`src/include/timestamp_consts.svh`:
```
// Bus and timestamp widths, per-cycle step
// Register offsets and AXI response codes

`ifndef TIMESTAMP_CONSTS_SVH
`define TIMESTAMP_CONSTS_SVH

// AXI4-Lite bus widths
`define AXI_ADDR_W 32
`define AXI_DATA_W 32

// NTP time, 32 bits seconds over 32 bits fraction
`define TS_W 64
// 2^32 / 100 MHz, rounded
`define TS_STEP 43

// Register offsets, low address byte only
`define REG_CTRL     8'h00
`define REG_NTP_LO   8'h04
`define REG_NTP_HI   8'h08
`define REG_STAMP_LO 8'h0C
`define REG_STAMP_HI 8'h10

`define RESP_OKAY   2'b00
`define RESP_SLVERR 2'b10

`endif
```
`src/timestamp_pkg.sv`:
```
// Shared types: bus vectors, NTP stamp, request/response structs
// and the bus slave state enum

`default_nettype none

`include "timestamp_consts.svh"

package timestamp_pkg;

  typedef logic [`AXI_ADDR_W-1:0]   axi_addr_t;
  typedef logic [`AXI_DATA_W-1:0]   axi_data_t;
  typedef logic [`AXI_DATA_W/8-1:0] axi_strb_t;
  typedef logic [1:0]               axi_resp_t;

  // Seconds in the upper half
  typedef logic [`TS_W-1:0] stamp_t;

  // Slave to register bank, valid only while wr or rd is high
  typedef struct packed {
    logic      wr;
    logic      rd;
    axi_addr_t addr;
    axi_data_t wdata;
    axi_strb_t strb;
  } reg_req_t;

  typedef struct packed {
    axi_data_t rdata;
    logic      err;
  } reg_rsp_t;

  typedef struct packed {
    logic   load;
    logic   pps_en;
    stamp_t ntp;
  } time_ctrl_t;

  typedef enum logic [2:0] {
    IDLE,
    WR_ACK,
    WR_RESP,
    RD_ACK,
    RD_DATA
  } slave_state_t;

endpackage

`default_nettype wire

```
`src/timestamp_top.sv`:
```
// Timestamp peripheral top: AXI4-Lite slave, register bank, counter

`default_nettype none

module timestamp_top (
  input  logic                     axi_aclk,
  input  logic                     rst_n,

  // AXI4-Lite slave port
  input  timestamp_pkg::axi_addr_t awaddr,
  input  logic                     awvalid,
  output logic                     awready,
  input  timestamp_pkg::axi_data_t wdata,
  input  timestamp_pkg::axi_strb_t wstrb,
  input  logic                     wvalid,
  output logic                     wready,
  output timestamp_pkg::axi_resp_t bresp,
  output logic                     bvalid,
  input  logic                     bready,
  input  timestamp_pkg::axi_addr_t araddr,
  input  logic                     arvalid,
  output logic                     arready,
  output timestamp_pkg::axi_data_t rdata,
  output timestamp_pkg::axi_resp_t rresp,
  output logic                     rvalid,
  input  logic                     rready,

  // Pulse per second
  input  logic                     clk_correction,

  // Raw time for the packet pipeline
  output timestamp_pkg::stamp_t    stamp_counter
);

  timestamp_pkg::reg_req_t   reg_req;
  timestamp_pkg::reg_rsp_t   reg_rsp;
  timestamp_pkg::time_ctrl_t time_ctrl;

  axi_lite_slave axi_lite_slave_i (
    .axi_aclk (axi_aclk),
    .rst_n    (rst_n),
    .awaddr   (awaddr),
    .awvalid  (awvalid),
    .awready  (awready),
    .wdata    (wdata),
    .wstrb    (wstrb),
    .wvalid   (wvalid),
    .wready   (wready),
    .bresp    (bresp),
    .bvalid   (bvalid),
    .bready   (bready),
    .araddr   (araddr),
    .arvalid  (arvalid),
    .arready  (arready),
    .rdata    (rdata),
    .rresp    (rresp),
    .rvalid   (rvalid),
    .rready   (rready),
    .reg_req  (reg_req),
    .reg_rsp  (reg_rsp)
  );

  timestamp_regs timestamp_regs_i (
    .axi_aclk  (axi_aclk),
    .rst_n     (rst_n),
    .reg_req   (reg_req),
    .stamp     (stamp_counter),
    .reg_rsp   (reg_rsp),
    .time_ctrl (time_ctrl)
  );

  stamp_counter stamp_counter_i (
    .axi_aclk       (axi_aclk),
    .rst_n          (rst_n),
    .clk_correction (clk_correction),
    .time_ctrl      (time_ctrl),
    .stamp          (stamp_counter)
  );

endmodule

`default_nettype wire

```
`src/stamp_counter.sv`:
```
// NTP-format time counter
// Load, pulse-per-second snap to next second, fixed per-cycle step

`default_nettype none

`include "timestamp_consts.svh"

module stamp_counter (
  input  logic                      axi_aclk,
  input  logic                      rst_n,
  input  logic                      clk_correction,
  input  timestamp_pkg::time_ctrl_t time_ctrl,
  output timestamp_pkg::stamp_t     stamp
);

  timestamp_pkg::stamp_t  stamp_q;
  timestamp_pkg::stamp_t  stamp_nxt;
  logic [`TS_W/2-1:0]     seconds;
  logic                   snap;

  assign seconds = stamp_q[`TS_W-1:`TS_W/2];

  // Correction only counts while enabled
  assign snap = time_ctrl.pps_en && clk_correction;

  // Load first, then the PPS snap, else free running
  always_comb begin
    if (time_ctrl.load) begin
      stamp_nxt = time_ctrl.ntp;
    end else if (snap) begin
      stamp_nxt = {seconds + 1'b1, {(`TS_W/2){1'b0}}};
    end else begin
      stamp_nxt = stamp_q + timestamp_pkg::stamp_t'(`TS_STEP);
    end
  end

  always_ff @(posedge axi_aclk or negedge rst_n) begin
    if (!rst_n) begin
      stamp_q <= '0;
    end else begin
      stamp_q <= stamp_nxt;
    end
  end

  assign stamp = stamp_q;

  // Free-running steps carry into the seconds
  a_step: assert property (@(posedge axi_aclk) disable iff (!rst_n)
    !time_ctrl.load && !snap
      |=> stamp == $past(stamp) + timestamp_pkg::stamp_t'(`TS_STEP))
    else $error("stamp did not advance by one step");

endmodule

`default_nettype wire

```
`src/timestamp_regs.sv`:
```
// Register bank: control, NTP load value, stamp snapshot
// Address decode and the one-cycle load strobe

`default_nettype none

`include "timestamp_consts.svh"

module timestamp_regs (
  input  logic                       axi_aclk,
  input  logic                       rst_n,
  input  timestamp_pkg::reg_req_t    reg_req,
  input  timestamp_pkg::stamp_t      stamp,
  output timestamp_pkg::reg_rsp_t    reg_rsp,
  output timestamp_pkg::time_ctrl_t  time_ctrl
);

  logic [7:0]               off;
  logic                     wr_ctrl;
  logic                     wr_ntp_lo;
  logic                     wr_ntp_hi;
  logic                     rd_stamp_lo;
  logic                     pps_en_q;
  timestamp_pkg::stamp_t    ntp_q;
  timestamp_pkg::axi_data_t stamp_hi_q;

  // Merge the strobed bytes of a write into a word
  function automatic timestamp_pkg::axi_data_t merge_strb(
    input timestamp_pkg::axi_data_t old_word,
    input timestamp_pkg::axi_data_t new_word,
    input timestamp_pkg::axi_strb_t strb
  );
    timestamp_pkg::axi_data_t word;
    word = old_word;
    for (int i = 0; i < `AXI_DATA_W / 8; i++) begin
      if (strb[i]) begin
        word[8*i +: 8] = new_word[8*i +: 8];
      end
    end
    return word;
  endfunction

  assign off         = reg_req.addr[7:0];
  assign wr_ctrl     = reg_req.wr && (off == `REG_CTRL);
  assign wr_ntp_lo   = reg_req.wr && (off == `REG_NTP_LO);
  assign wr_ntp_hi   = reg_req.wr && (off == `REG_NTP_HI);
  assign rd_stamp_lo = reg_req.rd && (off == `REG_STAMP_LO);

  always_ff @(posedge axi_aclk or negedge rst_n) begin
    if (!rst_n) begin
      pps_en_q <= 1'b0;
      ntp_q    <= '0;
    end else begin
      if (wr_ctrl && reg_req.strb[0]) begin
        pps_en_q <= reg_req.wdata[1];
      end
      if (wr_ntp_lo) begin
        ntp_q[`AXI_DATA_W-1:0] <= merge_strb(ntp_q[`AXI_DATA_W-1:0],
                                             reg_req.wdata, reg_req.strb);
      end
      if (wr_ntp_hi) begin
        ntp_q[`TS_W-1:`AXI_DATA_W] <= merge_strb(ntp_q[`TS_W-1:`AXI_DATA_W],
                                                 reg_req.wdata, reg_req.strb);
      end
    end
  end

  // Upper word frozen when the low word is read
  always_ff @(posedge axi_aclk) begin
    if (rd_stamp_lo) begin
      stamp_hi_q <= stamp[`TS_W-1:`AXI_DATA_W];
    end
  end

  // Load bit is a strobe, never stored
  always_comb begin
    time_ctrl.load   = wr_ctrl && reg_req.strb[0] && reg_req.wdata[0];
    time_ctrl.pps_en = pps_en_q;
    time_ctrl.ntp    = ntp_q;
  end

  always_comb begin
    reg_rsp.rdata = '0;
    reg_rsp.err   = 1'b0;
    case (off)
      `REG_CTRL: begin
        reg_rsp.rdata[1] = pps_en_q;
      end
      `REG_NTP_LO: begin
        reg_rsp.rdata = ntp_q[`AXI_DATA_W-1:0];
      end
      `REG_NTP_HI: begin
        reg_rsp.rdata = ntp_q[`TS_W-1:`AXI_DATA_W];
      end
      `REG_STAMP_LO: begin
        reg_rsp.rdata = stamp[`AXI_DATA_W-1:0];
        reg_rsp.err   = reg_req.wr;
      end
      `REG_STAMP_HI: begin
        reg_rsp.rdata = stamp_hi_q;
        reg_rsp.err   = reg_req.wr;
      end
      default: begin
        reg_rsp.err = 1'b1;
      end
    endcase
  end

  a_load_pulse: assert property (@(posedge axi_aclk) disable iff (!rst_n)
    time_ctrl.load |=> !time_ctrl.load)
    else $error("load strobe held longer than one cycle");

endmodule

`default_nettype wire

```
`src/axi_lite_slave.sv`:
```
// AXI4-Lite slave, one transaction at a time
// Issues single-cycle register requests and returns latched responses

`default_nettype none

`include "timestamp_consts.svh"

module axi_lite_slave (
  input  logic                     axi_aclk,
  input  logic                     rst_n,

  // Write address and data channels
  input  timestamp_pkg::axi_addr_t awaddr,
  input  logic                     awvalid,
  output logic                     awready,
  input  timestamp_pkg::axi_data_t wdata,
  input  timestamp_pkg::axi_strb_t wstrb,
  input  logic                     wvalid,
  output logic                     wready,

  // Write response channel
  output timestamp_pkg::axi_resp_t bresp,
  output logic                     bvalid,
  input  logic                     bready,

  // Read address and data channels
  input  timestamp_pkg::axi_addr_t araddr,
  input  logic                     arvalid,
  output logic                     arready,
  output timestamp_pkg::axi_data_t rdata,
  output timestamp_pkg::axi_resp_t rresp,
  output logic                     rvalid,
  input  logic                     rready,

  // Register bank side
  output timestamp_pkg::reg_req_t  reg_req,
  input  timestamp_pkg::reg_rsp_t  reg_rsp
);

  timestamp_pkg::slave_state_t state;
  timestamp_pkg::slave_state_t state_nxt;
  timestamp_pkg::axi_data_t    rdata_q;
  timestamp_pkg::axi_resp_t    resp_q;

  always_comb begin
    state_nxt = state;
    case (state)
      timestamp_pkg::IDLE: begin
        // Read wins when both are pending
        if (arvalid) begin
          state_nxt = timestamp_pkg::RD_ACK;
        end else if (awvalid && wvalid) begin
          state_nxt = timestamp_pkg::WR_ACK;
        end
      end
      timestamp_pkg::WR_ACK: begin
        state_nxt = timestamp_pkg::WR_RESP;
      end
      timestamp_pkg::WR_RESP: begin
        if (bready) begin
          state_nxt = timestamp_pkg::IDLE;
        end
      end
      timestamp_pkg::RD_ACK: begin
        state_nxt = timestamp_pkg::RD_DATA;
      end
      timestamp_pkg::RD_DATA: begin
        if (rready) begin
          state_nxt = timestamp_pkg::IDLE;
        end
      end
      default: begin
        state_nxt = timestamp_pkg::IDLE;
      end
    endcase
  end

  always_ff @(posedge axi_aclk or negedge rst_n) begin
    if (!rst_n) begin
      state <= timestamp_pkg::IDLE;
    end else begin
      state <= state_nxt;
    end
  end

  // Handshakes decoded straight from the state
  assign awready = (state == timestamp_pkg::WR_ACK);
  assign wready  = (state == timestamp_pkg::WR_ACK);
  assign arready = (state == timestamp_pkg::RD_ACK);
  assign bvalid  = (state == timestamp_pkg::WR_RESP);
  assign rvalid  = (state == timestamp_pkg::RD_DATA);

  // Request lives in the ack cycle only
  always_comb begin
    reg_req.wr    = awready;
    reg_req.rd    = arready;
    reg_req.addr  = arready ? araddr : awaddr;
    reg_req.wdata = wdata;
    reg_req.strb  = wstrb;
  end

  // Same response register serves both channels
  always_ff @(posedge axi_aclk or negedge rst_n) begin
    if (!rst_n) begin
      resp_q <= `RESP_OKAY;
    end else if (awready || arready) begin
      resp_q <= reg_rsp.err ? `RESP_SLVERR : `RESP_OKAY;
    end
  end

  always_ff @(posedge axi_aclk) begin
    if (arready) begin
      rdata_q <= reg_rsp.rdata;
    end
  end

  assign bresp = resp_q;
  assign rresp = resp_q;
  assign rdata = rdata_q;

  a_bvalid_hold: assert property (@(posedge axi_aclk) disable iff (!rst_n)
    bvalid && !bready |=> bvalid && $stable(bresp))
    else $error("bvalid dropped or bresp changed before bready");

  a_rvalid_hold: assert property (@(posedge axi_aclk) disable iff (!rst_n)
    rvalid && !rready |=> rvalid && $stable(rdata) && $stable(rresp))
    else $error("rvalid dropped or read data changed before rready");

  a_req_onehot: assert property (@(posedge axi_aclk) disable iff (!rst_n)
    !(reg_req.wr && reg_req.rd))
    else $error("write and read request in the same cycle");

endmodule

`default_nettype wire

```
`config.mk`:
```
export PLATFORM = sky130hd
export DESIGN_NAME = timestamp_top
export DESIGN_NICKNAME = d
export VERILOG_FILES = /design/src/timestamp_pkg.sv /design/src/timestamp_top.sv /design/src/stamp_counter.sv /design/src/timestamp_regs.sv /design/src/axi_lite_slave.sv
export VERILOG_INCLUDE_DIRS = /design/src /design/src/include
export SDC_FILE = /design/constraint.sdc
export NUM_CORES = 1
export LEC_CHECK = 0
export ABC_AREA = 1
export BUFFER_PORTS_ARGS = -buffer_cell sky130_fd_sc_hd__buf_2
export CAP_MARGIN = 20
export CORE_ASPECT_RATIO = 1.5
export CORE_MARGIN = 4
export CORE_UTILIZATION = 30
export DETAILED_ROUTE_END_ITERATION = 7
export PLACE_DENSITY_LB_ADDON = 0.2
export SETUP_SLACK_MARGIN = 0.1
export SLEW_MARGIN = 20
export SYNTH_ARGS = -nofsm -noshare
export SYNTH_HDL_FRONTEND = slang
export SYNTH_SLANG_ARGS = --single-unit
```
`constraint.sdc`:
```
create_clock -name axi_aclk -period 10.93 [get_ports axi_aclk]
set_input_delay 1.093 -clock axi_aclk [delete_from_list [all_inputs] [get_ports axi_aclk]]
set_output_delay 1.093 -clock axi_aclk [all_outputs]
set_load 0.05 [all_outputs]
```
After elaboration in Yosys (flattened, before gate mapping)
Cells that the tools add are included.
{"block": "word_totals", "inputBits": 108, "latch_bits": 0, "ff_bits": 198, "word_cells": 62, "output_inout_bits": 105, "mem_count": 0, "ram_bits": 0, "rom_bits": 0}
{"block": "classes", "n_div": 0, "order_cmp": 0, "shifts": 0, "bitwise_logic": 0, "mux": 13, "n_mul": 0, "add_sub_neg": 2, "reduce_logical": 22, "eq_ne": 11}
{"cell": "two-way mux 64 bit", "n": 2}
{"cell": "case mux 30 bit (4 select lines)", "n": 1}
{"cell": "adder 64 x 6 -> 64 bit, second input constant", "n": 1}
{"cell": "adder 32 x 1 -> 32 bit, second input constant", "n": 1}
{"cell": "equality test 8 x 4 -> 1 bit, second input constant", "n": 2}
{"cell": "AND reduction 2 bit", "n": 8}
{"cell": "case mux 3 bit (5 select lines)", "n": 1}
{"cell": "two-way mux 3 bit", "n": 4}
{"cell": "equality test 8 x 3 -> 1 bit, second input constant", "n": 1}
{"cell": "equality test 8 x 5 -> 1 bit, second input constant", "n": 1}
{"cell": "logical AND 1 bit", "n": 8}
{"cell": "logical NOT 8 bit", "n": 1}
{"cell": "two-way mux 8 bit", "n": 1}
{"cell": "equality test 3 x 2 -> 1 bit, second input constant", "n": 2}
{"cell": "case mux 1 bit (5 select lines)", "n": 1}
{"cell": "!= test 2 x 1 -> 1 bit, second input constant", "n": 2}
{"cell": "case mux 1 bit (4 select lines)", "n": 1}
{"cell": "equality test 3 x 1 -> 1 bit, second input constant", "n": 1}
{"cell": "equality test 3 bit, second input constant", "n": 1}
{"cell": "logical NOT 3 bit", "n": 1}
{"cell": "!= test 3 x 2 -> 1 bit, second input constant", "n": 1}
{"cell": "AND reduction 3 bit", "n": 1}
{"cell": "OR reduction 3 bit", "n": 1}
{"cell": "two-way mux 2 bit", "n": 1}
{"cell": "other kinds (3)", "n": 3}

Longest topological paths before layout
{"block": "logic_depth", "depth_word": 7, "depth_mapped": 16, "ltp_nobuf": 16}

Modules after synthesis
Synthesis repeated with hierarchy kept, for this count alone.
{"block": "hier_totals", "cells_unflattened": 1633, "hier_area_um2": 11644.9}
{"mod": "timestamp_regs", "area_each_um2": 4937.2, "instances": 1, "seq_area_each_um2": 2587.5, "cells_per_inst": 657}
{"mod": "stamp_counter", "area_each_um2": 4788.3, "instances": 1, "seq_area_each_um2": 1601.5, "cells_per_inst": 767}
{"mod": "axi_lite_slave", "area_each_um2": 1919.3, "instances": 1, "seq_area_each_um2": 1061.0, "cells_per_inst": 209}

Least setup slack after synthesis
OpenSTA, ideal clock, no wires.
{"block": "synth_timing", "kind": "input-to-reg", "startpoint": "input araddr[6]", "endpoint": "register timestamp_regs_i.stamp_hi_q[0], enable pin", "n_path_buf": 0, "setup_ns": 0.461, "slack_ns": 6.628, "required_ns": 10.469, "path_stages": 7, "arrival_time_ns": 3.841, "cell_sequence": "nor2_1 nand2_1 nand2_1 nand2_2 nor2_4 nand2_1 nor3_1"}
{"block": "synth_between", "elab_chain_len": 3}
{"element": "start, declared", "line_no": "timestamp_top.sv:20", "rtl": "input timestamp_pkg::axi_addr_t araddr,"}
{"element": "two-way mux 8 bit", "line_no": "axi_lite_slave.sv:97", "rtl": "reg_req.addr = arready ? araddr : awaddr;"}
{"element": "equality test 8 x 4 -> 1 bit (no source line)"}
{"element": "logical AND 1 bit", "line_no": "timestamp_regs.sv:46", "rtl": "assign rd_stamp_lo = reg_req.rd && (off == `REG_STAMP_LO);"}
{"element": "net timestamp_regs_i.rd_stamp_lo", "line_no": "timestamp_regs.sv:21", "rtl": "logic rd_stamp_lo;"}
{"element": "end signal, assigned", "line_no": "timestamp_regs.sv:70", "rtl": "stamp_hi_q <= stamp[`TS_W-1:`AXI_DATA_W];"}
{"element": "end, declared", "line_no": "timestamp_regs.sv:24", "rtl": "timestamp_pkg::axi_data_t stamp_hi_q;"}
The timed path passes the listed nets, and every way through them passes these cells.
A chain may end at the register's enable or synchronous reset.

Final worst setup path
{"block": "layout_timing", "startpoint": "register axi_lite_slave_i.state[1]", "endpoint": "register timestamp_regs_i.ntp_q[38]"}
{"block": "layout_between", "elab_chain_len": 5, "elab_cells_between_ends": 6, "cone_classes": "eq/ne: 3; mux: 1; reduce/logical: 2"}
{"element": "start, declared", "line_no": "axi_lite_slave.sv:40", "rtl": "timestamp_pkg::slave_state_t state;"}
{"element": "start signal, assigned", "line_no": "axi_lite_slave.sv:80", "rtl": "state <= timestamp_pkg::IDLE;"}
{"element": "start signal, assigned", "line_no": "axi_lite_slave.sv:82", "rtl": "state <= state_nxt;"}
{"element": "equality test 3 x 2 -> 1 bit", "line_no": "axi_lite_slave.sv:89", "rtl": "assign arready = (state == timestamp_pkg::RD_ACK);"}
{"element": "two-way mux 8 bit", "line_no": "axi_lite_slave.sv:97"}
{"element": "equality test 8 x 4 -> 1 bit (no source line)"}
{"element": "logical AND 1 bit (*)", "line_no": "timestamp_regs.sv:45", "rtl": "assign wr_ntp_hi = reg_req.wr && (off == `REG_NTP_HI);"}
{"element": "AND reduction 2 bit (no source line) (*)"}
{"element": "end signal, assigned by index", "line_no": "timestamp_regs.sv:57", "rtl": "ntp_q[`AXI_DATA_W-1:0] <= merge_strb(ntp_q[`AXI_DATA_W-1:0],"}
{"element": "end signal, assigned by index", "line_no": "timestamp_regs.sv:61", "rtl": "ntp_q[`TS_W-1:`AXI_DATA_W] <= merge_strb(ntp_q[`TS_W-1:`AXI_DATA_W],"}
{"element": "end, declared", "line_no": "timestamp_regs.sv:23", "rtl": "timestamp_pkg::stamp_t ntp_q;"}
Every way passes the cells marked *; elsewhere a longest branch is shown, timed or not.

==> impl_metrics.tcl <==
set metrics [dict create \
    syn_to_final_growth_pct 16.7 \
    ctsHtreeMaxLevel 4 \
    cts_tree "done" \
    clock-sinks 197 \
    endpoint_kind "register" \
    yosysUniqueCellTypes 40 \
    setup_violations 0 \
    synth-seq-area-share_pct 49.4 \
    boundaryPins 213 \
    startpoint "axi_lite_slave_i.state[1]" \
    hpwlAfterDp_mm 29.2 \
    min_period_ns 3.87 \
    max_freq_mhz 258 \
    clockBufferDepth 2 \
    final_hold_viol_count 0 \
    drt_iter0_drc 674 \
    outcome "finished clean" \
    drt-vias-per-instance 4.80 \
    core_area_sq_um 35000 \
    cts_resized 0 \
    final_nets 1589 \
    ys_warn_count 0 \
    cp-start-kind "register" \
    slew_viol_final 0 \
    antenna_found_initial 1 \
    cp_max_fo 33 \
    routed_wl_mm 37.7 \
    dieArea_sq_um 38600 \
    num_vias 9435 \
    critical_path_class "register to register" \
    crit_required_ns 11.27 \
    rows 84 \
    initial_core_util_pct 30.4 \
    fin_setup_tns_ns 0 \
    synth_edf_count 64 \
    grt_usage_pct 19.4 \
    hold_start "timestamp_regs_i.ntp_q[40]" \
    postSynth.asyncResetShare_pct 67.5 \
    fin_cells 1965 \
    leakage_nw 5.70 \
    ff2ff_path_depth 12 \
    fill_cells 3751 \
    synth_area_per_cell_sq_um 7.98 \
    relSlewSlack_pct 32.5 \
    placed_cells_incl_taps 1933 \
    holdPathEnd "timestamp_regs_i.ntp_q[40]" \
    synth-seq-cells 197 \
    grt_max_degree 69 \
    postCtsHoldBufs 0 \
    rsz0062_at_grt "false" \
    drc 0 \
    dieWidth_microns 162 \
    clk_latency_ns 0.46 \
    netlist_area_sq_um 10600 \
    synthTopCellsByArea "dfrtp_1, edfxtp_1, nand2_1" \
    skew_ns 0.0128 \
    max_slew.worst_pin.slew_ns 1.01 \
    worstPathArrival_ns 4.20 \
    grt_pass1_vias 9335 \
    grt_pass1_wl_mm 56.4 \
    hold_depth 2 \
    synthCells 1331 \
    gp_congestion 0.938 \
    die_h_microns 239 \
    r2r_slack_ns 7.06 \
    cts_setup_buffers 0 \
    hold_path_class "register to register" \
    antenna_left 0 \
    root_buffer "clkbuf_16" \
    synth.largest_area_cell "dfrtp_1" \
    cap_violations 0 \
    final_layout_size_suffix_gt1_share_pct 18.2 \
    portBuffers 162 \
    synthFlopType "dfrtp_1" \
    grt-ovfl-total 0 \
    synth_top_cell_area_share_pct 31.3 \
    powerDensity_nw_per_um2 172 \
    wl_per_cell_microns 19.2 \
    worstReg2RegEnd "timestamp_regs_i.ntp_q[38]" \
    final.period_utilization_pct 35.4 \
    antenna_cells 0 \
    reg2reg_from "axi_lite_slave_i.state[1]" \
    path_clk_slew_ns 0.07 \
    ir_drop_mv 0.0940 \
    cts_buffers 17 \
    drt_first_pass_iters 5 \
]
-- synth_stat cells, types with 5 or more instances --
master	instances
nor3_1	14
xor2_1	22
nand4_1	40
clkbuf_1	5
inv_1	128
o21ai_1	77
a21oi_1	6
nand2_1	484
nand3_1	101
o21ai_2	34
buf_2	17
nand2_4	8
nor2_1	106
xnor2_1	12
edfxtp_1	64
o21ai_0	9
o2111ai_1	9
nand2_2	7
buf_6	13
dfrtp_1	133
-- layer usage --
metal | global-route usage (%) | vias to the layer above | part of all wire, %
li1 | - | 4611 | -
met1 | 21.6 | 4503 | 38
met2 | 35.4 | 249 | 53
met3 | 3.55 | 70 | 4.4
met4 | 9.67 | 2 | 4.5
met5 | 0 | - | 0.035
-- logic make-up (layout without fill, tap and decap cells) --
family / after synthesis / in the layout / share of synthesized area, %
AO/OA/AOI/OAI: 138 / 138 / 8.16
XOR/XNOR: 34 / 34 / 2.80
adder cells (fa/ha/maj): 2 / 2 / 0.235
buffers and inverters: 176 / 336 / 7.52
flip-flops: 197 / 197 / 49.4
other: 1 / 2 / 0.0353
AND/OR/NAND/NOR: 783 / 783 / 31.8
-- worst max path at each step --
stage / to / cells past startpoint
finish: timestamp_regs_i.ntp_q[38] / 12
floorplan: timestamp_regs_i.stamp_hi_q[0] / 7
CTS: timestamp_regs_i.ntp_q[37] / 12
global placement: stamp_counter_i.stamp[50] / 12
detailed placement: stamp_counter_i.stamp[50] / 12
global route: timestamp_regs_i.ntp_q[36] / 12
-- cell type report --
| type | instances | area [sq um] | area share [%] |
|---|---|---|---|
| clock inverters | 14 | 145 | 1.17 |
| multi-input cells | 959 | 4590 | 37.0 |
| repair buffers | 170 | 877 | 7.07 |
| flip-flops and latches | 197 | 5250 | 42.3 |
| clock buffers | 18 | 439 | 3.54 |
| inverters | 134 | 508 | 4.10 |
| well taps | 473 | 592 | 4.77 |
-- sequential cells by signal, summed over array words and instances (netlist names) --
register and count:
timestamp_regs_i.ntp_q 64, axi_lite_slave_i.bresp 1, axi_lite_slave_i.rdata 32, timestamp_regs_i.stamp_hi_q 32, axi_lite_slave_i.state 3, stamp_counter_i.stamp 64, timestamp_regs_i.pps_en_q 1
-- per-stage QoR --
step	total power [mW]	utilization (%)	hold WS [ns]	area (sq um)	setup WS, ns
floorplan	1.34	-	0.455	10600	6.63
CTS	2.16	35.4	0.491	12400	6.94
finish	2.13	35.4	0.492	12400	7.06
global placement	1.51	33.8	0.469	11800	6.98
detailed placement	1.52	33.8	0.472	11800	6.93
global route	2.24	35.4	0.510	12400	6.72
-- worst max-delay path, cell delays in order (launching register included) --
cell	delay, ns
dfrtp_1	0.51
nand2_2	0.10
nor2_4	0.44
buf_4	0.45
nand2_1	0.09
nand2_1	0.12
nand2_2	0.07
nor2_4	0.76
nand2_4	0.32
inv_4	0.38
nand2_2	0.30
nand2_1	0.13
o21ai_1	0.06
-- layout by cell type (no fill, tap or decap), types with 3 or more instances in the layout --
master | netlist | layout
a21oi_1 | 6 | 6
buf_2 | 17 | 161
buf_4 | 4 | 8
clkbuf_16 | 0 | 17
dfrtp_1 | 133 | 133
edfxtp_1 | 64 | 64
inv_1 | 128 | 128
inv_2 | 4 | 4
inv_8 | 0 | 4
nand2_1 | 484 | 484
nand2_2 | 7 | 7
nand2_4 | 8 | 8
nand3_1 | 101 | 101
nand3_2 | 3 | 3
nand3b_1 | 3 | 3
nand4_1 | 40 | 40
nor2_1 | 106 | 105
nor2_2 | 4 | 4
nor2_4 | 3 | 4
nor3_1 | 14 | 13
o2111ai_1 | 9 | 9
o21ai_0 | 9 | 9
o21ai_1 | 77 | 77
o21ai_2 | 34 | 34
xnor2_1 | 12 | 12
xor2_1 | 22 | 22
-- power by group --
| part | internal (mW) | leakage [nW] | switching (mW) |
|---|---|---|---|
| sequential | 0.831 | 2.24 | 0.0904 |
| clock | 0.328 | 0.282 | 0.310 |
| combinational | 0.136 | 3.18 | 0.440 |
(Power assumes the default switching activity.)
